--- config.mk ---
export PLATFORM = sky130hd
export DESIGN_NAME = fix_field_extract
export DESIGN_NICKNAME = d
export VERILOG_FILES = /design/src/fix_pkg.sv /design/src/fix_lane_classifier.sv /design/src/fix_word_fifo.sv /design/src/fix_field_assembler.sv /design/src/fix_field_extract.sv
export VERILOG_INCLUDE_DIRS = /design/src
export SDC_FILE = /design/constraint.sdc
export NUM_CORES = 1
export LEC_CHECK = 0
export ABC_CLOCK_PERIOD_IN_PS = 5400
export BUFFER_PORTS_ARGS = -buffer_cell sky130_fd_sc_hd__buf_2
export CAP_MARGIN = 10
export CORE_MARGIN = 1
export CORE_UTILIZATION = 60
export DETAILED_ROUTE_END_ITERATION = 6
export MAX_ROUTING_LAYER = met4
export PLACE_DENSITY = 0.8
export SYNTH_ARGS = -nofsm -noshare
export SYNTH_HDL_FRONTEND = slang
export SYNTH_SLANG_ARGS = --single-unit
--- constraint.sdc ---
create_clock -name clk_i -period 5.4 [get_ports clk_i]
set_input_delay 0.54 -clock clk_i [delete_from_list [all_inputs] [get_ports clk_i]]
set_output_delay 0.54 -clock clk_i [all_outputs]
set_load 0.01 [all_outputs]
--- src/fix_defs.svh ---
/*
 * FIX field extraction constants
 * delimiter codes, word geometry and buffer sizing
 */

`ifndef FIX_DEFS_SVH
`define FIX_DEFS_SVH

// SOH ends a field, '=' splits tag from value
`define FIX_SOH 8'h01
`define FIX_SEP 8'h3D

// bytes per stream word, lane 0 first on the wire
`define FIX_LANES 4

`define FIX_FIFO_DEPTH 4

// value bytes kept per field, the rest are dropped and flagged
`define FIX_MAX_VAL_BYTES 8

`endif

--- src/fix_pkg.sv ---
/*
 * FIX field extraction types
 * stream word, lane masks, classified word and field payloads
 */

`include "fix_defs.svh"

package fix_pkg;

	typedef logic [`FIX_LANES*8-1:0] word_t;

	// one bit per byte lane
	typedef logic [`FIX_LANES-1:0] lane_mask_t;

	// data word plus lane classes, exactly one class bit set per lane
	typedef struct packed {
		word_t      data;
		lane_mask_t tag;
		lane_mask_t val;
		lane_mask_t sep;
		lane_mask_t soh;
	} class_word_t;

	typedef logic [15:0] tag_t;

	// first value byte sits in the low byte
	typedef logic [`FIX_MAX_VAL_BYTES*8-1:0] value_t;

	typedef logic [3:0] vlen_t;

endpackage

--- src/fix_lane_classifier.sv ---
/*
 * FIX lane classifier
 * marks each byte lane as tag, value, separator or SOH and registers the word
 */

`timescale 1ns/10ps
`include "fix_defs.svh"

module fix_lane_classifier (
	input  logic                 clk_i,
	input  logic                 arst_n_i,
	input  logic                 in_valid_i,
	output logic                 in_ready_o,
	input  fix_pkg::word_t       in_data_i,
	output logic                 cls_valid_o,
	input  logic                 cls_ready_i,
	output fix_pkg::class_word_t cls_word_o
);

	// mode carried between words, high while inside a value
	logic                 value_mode_q;
	logic                 lane_mode;
	logic [7:0]           lane_byte;
	logic                 accept;
	fix_pkg::class_word_t cls_next;

	// walk lanes in wire order, mode ripples from lane 0 to lane 3
	always_comb begin
		cls_next.data = in_data_i;
		cls_next.tag  = '0;
		cls_next.val  = '0;
		cls_next.sep  = '0;
		cls_next.soh  = '0;
		lane_mode     = value_mode_q;
		lane_byte     = '0;
		for (int i = 0; i < `FIX_LANES; i++) begin
			lane_byte = in_data_i[8*i +: 8];
			if (lane_byte == `FIX_SOH) begin
				cls_next.soh[i] = 1'b1;
				lane_mode       = 1'b0;
			end else if (lane_byte == `FIX_SEP && !lane_mode) begin
				cls_next.sep[i] = 1'b1;
				lane_mode       = 1'b1;
			end else if (lane_mode) begin
				// '=' inside a value is plain data
				cls_next.val[i] = 1'b1;
			end else begin
				cls_next.tag[i] = 1'b1;
			end
		end
	end

	// output register empty or draining, so full rate
	assign in_ready_o = !cls_valid_o || cls_ready_i;
	assign accept     = in_valid_i && in_ready_o;

	always_ff @(posedge clk_i or negedge arst_n_i) begin
		if (!arst_n_i) begin
			cls_valid_o  <= 1'b0;
			value_mode_q <= 1'b0;
		end else if (accept) begin
			cls_valid_o  <= 1'b1;
			value_mode_q <= lane_mode;
		end else if (cls_ready_i) begin
			cls_valid_o <= 1'b0;
		end
	end

	always_ff @(posedge clk_i) begin
		if (accept) begin
			cls_word_o <= cls_next;
		end
	end

	// every lane of an offered word belongs to exactly one class
	property p_lane_onehot;
		@(posedge clk_i) disable iff (!arst_n_i)
		cls_valid_o |->
			((cls_word_o.tag | cls_word_o.val | cls_word_o.sep | cls_word_o.soh) == '1) &&
			(((cls_word_o.tag & (cls_word_o.val | cls_word_o.sep | cls_word_o.soh)) |
			  (cls_word_o.val & (cls_word_o.sep | cls_word_o.soh)) |
			  (cls_word_o.sep & cls_word_o.soh)) == '0);
	endproperty
	a_lane_onehot: assert property (p_lane_onehot);

endmodule

--- src/fix_word_fifo.sv ---
/*
 * word FIFO
 * circular buffer with valid/ready on both sides, payload set by type parameter
 */

`timescale 1ns/10ps

module fix_word_fifo #(
	parameter type payload_t = logic [31:0],
	parameter int  DEPTH     = 4
) (
	input  logic     clk_i,
	input  logic     arst_n_i,
	input  logic     wr_valid_i,
	output logic     wr_ready_o,
	input  payload_t wr_data_i,
	output logic     rd_valid_o,
	input  logic     rd_ready_i,
	output payload_t rd_data_o
);

	localparam int PTR_W = (DEPTH > 1) ? $clog2(DEPTH) : 1;

	payload_t           mem [DEPTH];
	logic [PTR_W-1:0]   wr_ptr;
	logic [PTR_W-1:0]   rd_ptr;
	logic [PTR_W:0]     count;
	logic               do_wr;
	logic               do_rd;

	// a pop frees its slot in the same cycle, so a full buffer still takes a word
	assign wr_ready_o = (count != (PTR_W+1)'(DEPTH)) || rd_ready_i;
	assign rd_valid_o = (count != '0);
	assign rd_data_o  = mem[rd_ptr];

	assign do_wr = wr_valid_i && wr_ready_o;
	assign do_rd = rd_valid_o && rd_ready_i;

	always_ff @(posedge clk_i or negedge arst_n_i) begin
		if (!arst_n_i) begin
			wr_ptr <= '0;
			rd_ptr <= '0;
			count  <= '0;
		end else begin
			if (do_wr) begin
				wr_ptr <= (wr_ptr == PTR_W'(DEPTH-1)) ? '0 : wr_ptr + 1'b1;
			end
			if (do_rd) begin
				rd_ptr <= (rd_ptr == PTR_W'(DEPTH-1)) ? '0 : rd_ptr + 1'b1;
			end
			// simultaneous push and pop leaves the count alone
			if (do_wr && !do_rd) begin
				count <= count + 1'b1;
			end else if (do_rd && !do_wr) begin
				count <= count - 1'b1;
			end
		end
	end

	always_ff @(posedge clk_i) begin
		if (do_wr) begin
			mem[wr_ptr] <= wr_data_i;
		end
	end

	// a full buffer only leaves the full state through a pop
	a_no_overflow: assert property (@(posedge clk_i) disable iff (!arst_n_i)
		(count == (PTR_W+1)'(DEPTH)) && !do_rd |=> count == (PTR_W+1)'(DEPTH));

	// an empty buffer only leaves the empty state through a push
	a_no_underflow: assert property (@(posedge clk_i) disable iff (!arst_n_i)
		(count == '0) && !do_wr |=> count == '0);

endmodule

--- src/fix_field_assembler.sv ---
/*
 * FIX field assembler
 * walks classified lanes one per cycle, builds tag number and value bytes per field
 */

`timescale 1ns/10ps
`include "fix_defs.svh"

module fix_field_assembler (
	input  logic                 clk_i,
	input  logic                 arst_n_i,
	input  logic                 buf_valid_i,
	output logic                 buf_ready_o,
	input  fix_pkg::class_word_t buf_word_i,
	output logic                 field_valid_o,
	input  logic                 field_ready_i,
	output fix_pkg::tag_t        field_tag_o,
	output fix_pkg::value_t      field_value_o,
	output fix_pkg::vlen_t       field_len_o,
	output logic                 field_trunc_o,
	output logic                 field_err_o
);

	localparam int LANE_W = $clog2(`FIX_LANES);

	logic [LANE_W-1:0] lane_idx;
	logic [7:0]        cur_byte;
	logic              is_tag;
	logic              is_val;
	logic              is_soh;
	logic              is_digit;
	logic              step;
	logic              load;

	fix_pkg::tag_t     tag_acc;
	fix_pkg::value_t   val_acc;
	fix_pkg::vlen_t    len_acc;
	logic              has_digit;
	logic              err_acc;
	logic              trunc_acc;

	assign cur_byte = buf_word_i.data[8*lane_idx +: 8];
	assign is_tag   = buf_word_i.tag[lane_idx];
	assign is_val   = buf_word_i.val[lane_idx];
	assign is_soh   = buf_word_i.soh[lane_idx];
	assign is_digit = (cur_byte[7:4] == 4'h3) && (cur_byte[3:0] <= 4'd9);

	// SOH loads the field, then parks until the field is taken
	assign load = buf_valid_i && is_soh && !field_valid_o;
	assign step = buf_valid_i && (!is_soh || (field_valid_o && field_ready_i));

	// pop after the last lane of the word moves on
	assign buf_ready_o = step && (lane_idx == LANE_W'(`FIX_LANES-1));

	always_ff @(posedge clk_i or negedge arst_n_i) begin
		if (!arst_n_i) begin
			lane_idx      <= '0;
			field_valid_o <= 1'b0;
			tag_acc       <= '0;
			val_acc       <= '0;
			len_acc       <= '0;
			has_digit     <= 1'b0;
			err_acc       <= 1'b0;
			trunc_acc     <= 1'b0;
		end else begin
			if (step) begin
				lane_idx <= lane_idx + 1'b1;
			end
			if (load) begin
				field_valid_o <= 1'b1;
				tag_acc       <= '0;
				val_acc       <= '0;
				len_acc       <= '0;
				has_digit     <= 1'b0;
				err_acc       <= 1'b0;
				trunc_acc     <= 1'b0;
			end else if (field_valid_o && field_ready_i) begin
				field_valid_o <= 1'b0;
			end
			if (buf_valid_i && is_tag) begin
				if (is_digit) begin
					// times ten as shift and add
					tag_acc   <= (tag_acc << 3) + (tag_acc << 1) + {12'd0, cur_byte[3:0]};
					has_digit <= 1'b1;
				end else begin
					err_acc <= 1'b1;
				end
			end
			if (buf_valid_i && is_val) begin
				if (len_acc < fix_pkg::vlen_t'(`FIX_MAX_VAL_BYTES)) begin
					val_acc[8*len_acc +: 8] <= cur_byte;
					len_acc                 <= len_acc + 1'b1;
				end else begin
					trunc_acc <= 1'b1;
				end
			end
		end
	end

	always_ff @(posedge clk_i) begin
		if (load) begin
			field_tag_o   <= tag_acc;
			field_value_o <= val_acc;
			field_len_o   <= len_acc;
			field_trunc_o <= trunc_acc;
			// an empty tag counts as malformed too
			field_err_o   <= err_acc || !has_digit;
		end
	end

	// held field stays put until the sink takes it
	a_field_stable: assert property (@(posedge clk_i) disable iff (!arst_n_i)
		field_valid_o && !field_ready_i |=> field_valid_o &&
		$stable({field_tag_o, field_value_o, field_len_o, field_trunc_o, field_err_o}));

endmodule

--- src/fix_field_extract.sv ---
/*
 * FIX field extraction front end
 * lane classifier, word FIFO and field assembler in a chain
 */

`timescale 1ns/10ps
`include "fix_defs.svh"

module fix_field_extract (
	input  logic            clk_i,
	input  logic            arst_n_i,
	input  logic            in_valid_i,
	output logic            in_ready_o,
	input  fix_pkg::word_t  in_data_i,
	output logic            field_valid_o,
	input  logic            field_ready_i,
	output fix_pkg::tag_t   field_tag_o,
	output fix_pkg::value_t field_value_o,
	output fix_pkg::vlen_t  field_len_o,
	output logic            field_trunc_o,
	output logic            field_err_o
);

	logic                 cls_valid;
	logic                 cls_ready;
	fix_pkg::class_word_t cls_word;
	logic                 buf_valid;
	logic                 buf_ready;
	fix_pkg::class_word_t buf_word;

	fix_lane_classifier u_classifier (
		.clk_i       (clk_i),
		.arst_n_i    (arst_n_i),
		.in_valid_i  (in_valid_i),
		.in_ready_o  (in_ready_o),
		.in_data_i   (in_data_i),
		.cls_valid_o (cls_valid),
		.cls_ready_i (cls_ready),
		.cls_word_o  (cls_word)
	);

	// decouples classifier rate from the lane-serial assembler
	fix_word_fifo #(
		.payload_t (fix_pkg::class_word_t),
		.DEPTH     (`FIX_FIFO_DEPTH)
	) u_fifo (
		.clk_i      (clk_i),
		.arst_n_i   (arst_n_i),
		.wr_valid_i (cls_valid),
		.wr_ready_o (cls_ready),
		.wr_data_i  (cls_word),
		.rd_valid_o (buf_valid),
		.rd_ready_i (buf_ready),
		.rd_data_o  (buf_word)
	);

	fix_field_assembler u_assembler (
		.clk_i         (clk_i),
		.arst_n_i      (arst_n_i),
		.buf_valid_i   (buf_valid),
		.buf_ready_o   (buf_ready),
		.buf_word_i    (buf_word),
		.field_valid_o (field_valid_o),
		.field_ready_i (field_ready_i),
		.field_tag_o   (field_tag_o),
		.field_value_o (field_value_o),
		.field_len_o   (field_len_o),
		.field_trunc_o (field_trunc_o),
		.field_err_o   (field_err_o)
	);

endmodule

==> results of run 1 <==
## per-stage QoR
stage / total power [mW] / cells / hold slack (ns)
3_3_place_gp: 7.94 / 1400 / 0.429
5_1_grt: 11.4 / 1475 / 0.181
6_report: 10.8 / 1475 / 0.191
3_5_place_dp: 8.08 / 1400 / 0.430
4_1_cts: 10.9 / 1475 / 0.178
2_1_floorplan: 6.95 / 961 / 0.244
## cell usage in the layout (no fill, tap or decap), types with 5 or more instances in the layout
master / Yosys / final
edfxtp_1: 306 / 306
buf_2: 6 / 122
dfrtp_1: 99 / 98
nand3_1: 76 / 75
o21ai_0: 68 / 68
nand2_1: 56 / 56
mux4_2: 44 / 44
clkbuf_16: 0 / 40
ha_1: 36 / 36
nor2_1: 22 / 22
inv_1: 23 / 22
buf_4: 3 / 21
a21oi_1: 17 / 17
o31ai_1: 14 / 14
mux2i_1: 14 / 14
nand2b_1: 10 / 10
xnor2_1: 10 / 10
clkinv_1: 1 / 9
nor2b_1: 9 / 9
nor3_1: 9 / 9
clkinv_2: 0 / 8
xor2_1: 8 / 8
nand2_2: 8 / 8
a22oi_1: 7 / 7
nand4_1: 7 / 7
o21ai_2: 7 / 7
and3_1: 6 / 6
a221oi_1: 6 / 6
a21o_1: 6 / 6
clkbuf_1: 21 / 6
and2_2: 0 / 5
clkbuf_8: 0 / 5
## where the power goes
part	switching (mW)	internal (mW)	leakage, nW
registers	0.467	4.48	4.21
clock network	1.15	1.63	0.658
logic	2.01	1.10	2.12
## sequential cells by signal (all words and copies together) (netlist names), 2 cells and up
name and cells:
u_classifier.cls_word_o 44, u_fifo.count 3, u_assembler.val_acc 64, u_assembler.len_acc 4, u_assembler.tag_acc 16, u_fifo.wr_ptr 2, u_assembler.field_len_o 4, u_fifo.mem 176
u_fifo.rd_ptr 2, u_assembler.lane_idx 2, u_assembler.field_value_o 64, u_assembler.field_tag_o 16
## area by class of cell
class	count	share of cell area [%]
Clock buffer	51	6.00
Clock inverter	23	1.31
Inverter	24	0.501
Multi-Input combinational cell	493	21.6
Sequential cell	405	64.0
Tap cell	335	2.30
Timing Repair Buffer	144	4.27
## kinds of logic (layout without fill, tap and decap cells)
logic type / count (synthesis) / after routing / synth area share (%)
adders and majority gates: 39 / 39 / 3.21
AOI/OAI and AO/OA: 152 / 152 / 6.08
muxes: 61 / 61 / 7.32
xor gates and xnor gates: 18 / 18 / 0.991
and+or+nand+nor: 223 / 223 / 6.99
buffers and inverters: 63 / 242 / 2.05
DFF: 405 / 405 / 73.3
## routing by layer
| metal | global-route usage [%] | vias up | routed length [µm] |
|---|---|---|---|
| li1 | - | 4034 | - |
| met1 | 32.1 | 4539 | 12800 |
| met2 | 41.5 | 384 | 16200 |
| met3 | 3.99 | 48 | 2130 |
| met4 | 6.42 | 0 | 530 |
| met5 | - | - | 0 |
## critical path, stage by stage (launching register included)
cell	delay [ns]
dfrtp_1	0.95
nor2b_1	0.22
a221oi_1	0.41
nor2_1	0.11
o21ai_0	0.34
ha_1	0.31
ha_1	0.24
fa_1	0.43
a21oi_1	0.18
o21bai_1	0.12
a211oi_1	0.23
o21ai_0	0.23
a311oi_1	0.35
xor2_1	0.17
mux2i_1	0.09
## path summary, 6_finish.rpt
path / to / slack (ns) / cells past startpoint
max: u_assembler.tag_acc[14]$_DFF_PN0_ / 0.90 / 14
min: u_classifier.cls_word_o[41]$_DFFE_PP_ / 0.19 / 1
max reg2reg: u_assembler.tag_acc[14]$_DFF_PN0_ / 0.90 / 14
min reg2reg: u_assembler.field_value_o[5]$_DFFE_PP_ / 0.45 / 0
max in group asynchronous: u_classifier.cls_valid_o$_DFFE_PN0P_ / 3.65 / 3
min in group asynchronous: u_assembler.tag_acc[4]$_DFF_PN0_ / 0.52 / 2
## repair_timing
action | CTS | global route
buffers inserted | 0 | 0
hold buffers | 1 | 0
hold endpoints to repair | 8 | 0
==> metrics.csv, run 1 <==
metric;value;unit
finalSetupTns;0;ns
period_needed;4.50;ns
crit_start;u_assembler.lane_idx[0]$_DFFE_PN0P_;
irDropWorstVdd;451;µV
vias;9005;
wl;31700;µm
cts_made_buffers;40;
power_per_cell_area;595;mW/mm²
ctsResizeCount;0;
hp-start;in_data_i[25];
crit_arrival;4.90;ns
run_status;finished clean;
drc_errors;0;
hpwl;20200;µm
grt_overflow_total;0;
register_area;0.0117;mm²
synthFlopType;edfxtp_1;
start_util;61.0;%
grt_start_max_net_pins;90;
synth.most_common_cell;edfxtp_1;
period_share;83.3;%
synth.avg_cell_area;16.6;µm²
synthCells;961;
viasPerCell;6.11;
final_util;69.9;%
skew;0.0227;ns
finalInstanceArea;0.0182;mm²
fp.dieW;165;µm
synth_cell_types;63;
dieHeight;165;µm
io_buffers;123;
multi_input_area;0.00393;mm²
synth_area_leaders;edfxtp_1, dfrtp_1, mux4_2;
reg2reg_from;u_assembler.lane_idx[0]$_DFFE_PN0P_;
setup_viol;0;
drive_above_1_share;24.3;%
cts.reportedPaths.clkPinSlew;0.06;ns
synth_top_area_cell;edfxtp_1;
ys_ff_latch;405;
num_rows;59;
routedWlPerCell;21.5;µm
yosys_warnings;0;
die-area;0.0272;mm²
critPathCaptureType;register;
grt_pass1_vias;8823;
nFillCells;1633;
yosysSeqAreaShare;73.3;%
drt_iter0_markers;810;
cp_max_fo;25;
setup_ws;0.904;ns
ys_async_sr_fraction;24.4;%
fmax;0.222;GHz
clock_sinks;405;
antenna_found_initial;0;
hp-class;input pin to register;
netlist_area;0.0159;mm²
area_growth;14.5;%
grt_first_pass_wirelength;48800;µm
nets;1183;
clock-root-buffer;clkbuf_16;
rsz0062_at_grt;no;
synth_common_cells;edfxtp_1, dfrtp_1, nand3_1, o21ai_0, nand2_1;
post_dp_cell_area;0.0169;mm²
slew_headroom;22.7;%
core;0.0261;mm²
worst_slew_pin_slew;1.16;ns
synth_edf_count;306;
p_leak;7.00;nW
slew_viol_final;0;
start_kind;register;
n_antenna_cell;0;
pre_cts_ws;0.920;ns
gp_congestion;0.826;
synth.top_cell.area_share;57.8;%
tritoncts;built;
hold_viol;0;
io_pins;124;
insertion_delay;0.54;ns
synth_fp_nets;1036;
clock_path_buffers;3;
required;5.81;ns
maxCapViolations;0;
ant_nets;0;
grt_usage;24.9;%
htreeDepth;2;
dr.pass1.iters;7;
path_class;register to register;
Power figures use the tool's default switching activity.
==> run 2, diff against run 1 <==
--- a/config.mk
+++ b/config.mk
@@ -6,14 +6,14 @@
 export SDC_FILE = /design/constraint.sdc
 export NUM_CORES = 1
 export LEC_CHECK = 0
-export ABC_CLOCK_PERIOD_IN_PS = 5400
+export ABC_CLOCK_PERIOD_IN_PS = 4050
 export BUFFER_PORTS_ARGS = -buffer_cell sky130_fd_sc_hd__buf_2
 export CAP_MARGIN = 10
 export CORE_MARGIN = 1
-export CORE_UTILIZATION = 60
+export CORE_UTILIZATION = 54
 export DETAILED_ROUTE_END_ITERATION = 6
 export MAX_ROUTING_LAYER = met4
-export PLACE_DENSITY = 0.8
+export PLACE_DENSITY = 0.76
 export SYNTH_ARGS = -nofsm -noshare
 export SYNTH_HDL_FRONTEND = slang
 export SYNTH_SLANG_ARGS = --single-unit
==> constraint.sdc (replaced) <==
create_clock -name clk_i -period 4.05 [get_ports clk_i]
set_input_delay 0.405 -clock clk_i [delete_from_list [all_inputs] [get_ports clk_i]]
set_output_delay 0.405 -clock clk_i [all_outputs]
set_load 0.01 [all_outputs]
==> run 2 against run 1 <==
Net effect:
- non-clock buffer count rose by 16
- core utilization fell by 6.1 points
- first-iteration DRC count rose by 3.8%
- die area rose by 11%
- register-to-register slack got worse by 0.71 ns
- final cell count rose by 4.3%
- combinational power rose by 42%
- count of clock-buffer cells in the layout rose by 5
- via count fell by 1.8%
- sequential share of layout area fell by 0.65 points
- critical endpoint unchanged
- largest power group unchanged
==> metrics.csv, run 2 (same netlist as run 1, synthesis figures left out) <==
metric;value;unit
wl_met3;1860;µm
htreeDepth;2;
core;0.0289;mm²
hpwl;20200;µm
final_cell_mix;edfxtp_1, buf_2, dfrtp_1;
rsz0062_at_grt;no;
skew;0.0147;ns
clock_sinks;405;
insertion_delay;0.53;ns
fin_cells;1538;
wl;31000;µm
start_kind;register;
dr.pass1.iters;6;
largest_reg_flops;176;
hold_path_depth;1;
setup_viol;0;
nets;1199;
antenna_found_initial;0;
m1WireLength;13000;µm
period_needed;3.86;ns
grt_usage;21.6;%
gp_congestion;0.848;
grt_start_max_net_pins;90;
path_class;register to register;
viasPerCell;5.75;
fmax;0.259;GHz
highest_layer;met4;
grt_overflow_total;0;
cp_max_fo;6;
multi_input_area;0.00395;mm²
hp-class;input pin to register;
start_util;55.1;%
finalSetupTns;0;ns
place_inst;1461;
finalInstanceArea;0.0184;mm²
cts_made_buffers;40;
io_pins;124;
worst_slew_pin_slew;1.10;ns
clock-root-buffer;clkbuf_16;
critPathCaptureType;register;
timing.rr.end;u_assembler.tag_acc[14]$_DFF_PN0_;
cts.reportedPaths.clkPinSlew;0.06;ns
crit_arrival;4.26;ns
n_antenna_cell;0;
maxCapViolations;0;
die-area;0.0301;mm²
hold_viol;0;
slew_headroom;26.8;%
r2r_cells;14;
power_per_cell_area;779;mW/mm²
hp-start;in_data_i[16];
drive_above_1_share;25.1;%
num_rows;62;
nFillCells;1985;
min_to;u_classifier.cls_word_o[32]$_DFFE_PP_;
top_register;u_fifo.mem;
drc_errors;0;
io_buffers;123;
irDropWorstVdd;496;µV
p_leak;7.05;nW
slew_viol_final;0;
run_status;finished clean;
reg2reg_from;u_fifo.rd_ptr[0]$_DFFE_PN0P_;
drt_iter0_markers;841;
tritoncts;built;
area_growth;15.7;%
grt_first_pass_wirelength;48300;µm
ant_nets;0;
grt_pass1_vias;8797;
register_area;0.0117;mm²
routed-wl-met2;15400;µm
post_dp_cell_area;0.0171;mm²
required;4.45;ns
dieHeight;174;µm
final_common_cell;edfxtp_1;
period_share;95.3;%
vias;8841;
reg2reg_setup_slack;0.19;ns
clock_path_buffers;3;
fp.dieW;174;µm
routedWlPerCell;20.1;µm
reg_top3;u_fifo.mem (176), u_assembler.field_value_o (64), u_assembler.val_acc (64);
-- run 2: area by class of cell --
type	count	share of cell area, %
multi-input combinational	493	21.5
inverter	24	0.496
tap	384	2.61
clock inverter	16	0.619
timing repair buffer	160	5.45
clock buffer	56	5.98
sequential	405	63.4
-- run 2: worst max path at each step --
stage | end | startpoint | depth (start not counted) | slack (ns)
CTS | u_assembler.tag_acc[14]$_DFF_PN0_ | u_fifo.rd_ptr[0]$_DFFE_PN0P_ | 15 | 0.06
detailed placement | u_assembler.tag_acc[14]$_DFF_PN0_ | u_fifo.rd_ptr[0]$_DFFE_PN0P_ | 15 | 0.13
finish | u_assembler.tag_acc[14]$_DFF_PN0_ | u_fifo.rd_ptr[0]$_DFFE_PN0P_ | 14 | 0.19
global placement | u_assembler.tag_acc[14]$_DFF_PN0_ | u_fifo.rd_ptr[0]$_DFFE_PN0P_ | 15 | 0.19
floorplan | u_assembler.tag_acc[14]$_DFF_PN0_ | u_fifo.rd_ptr[0]$_DFFE_PN0P_ | 17 | 0.02
global route | u_assembler.tag_acc[12]$_DFF_PN0_ | u_fifo.rd_ptr[0]$_DFFE_PN0P_ | 15 | 0.0001
-- run 2: stage by stage --
step	power, mW	utilization (%)	hold WS, ns	setup slack, ns
2_1_floorplan	9.27	-	0.109	0.0172
3_3_place_gp	10.8	59.4	0.427	0.191
3_5_place_dp	11.0	59.4	0.432	0.131
4_1_cts	14.4	63.6	0.0457	0.0579
5_1_grt	15.1	63.8	0.0524	0.000137
6_report	14.3	63.8	0.0638	0.192
-- run 2: critical path: stages (launching register included) --
cell and delay [ns]:
dfrtp_2 0.47, buf_4 0.17, mux4_2 0.51, a22oi_1 0.30
o21ai_2 0.13, ha_1 0.29, ha_1 0.23, fa_1 0.41
a21oi_1 0.17, o21bai_1 0.09, a211oi_1 0.22, o21ai_0 0.16
a311oi_1 0.33, xor2_1 0.18, mux2i_1 0.09
-- run 2: power breakdown --
| group | switching [mW] | leakage [nW] | internal [mW] | total [mW] |
|---|---|---|---|---|
| Combinational | 2.80 | 2.23 | 1.63 | 4.43 |
| Clock | 1.47 | 0.601 | 1.96 | 3.43 |
| Sequential | 0.514 | 4.21 | 5.96 | 6.48 |
-- run 2: timing repair --
action | CTS | global route
setup endpoints to repair | 0 | 5
resized for setup | 0 | 3
endpoints found under the hold margin | 45 | 0
setup buffers | 0 | 4
hold buffers | 1 | 0
-- run 2: metal layers --
layer  global-route usage [%]  up-vias
li1                         -     4032
met1                     28.3     4395
met2                     35.2      360
met3                     3.22       54
met4                     6.43        0
met5                        -        -
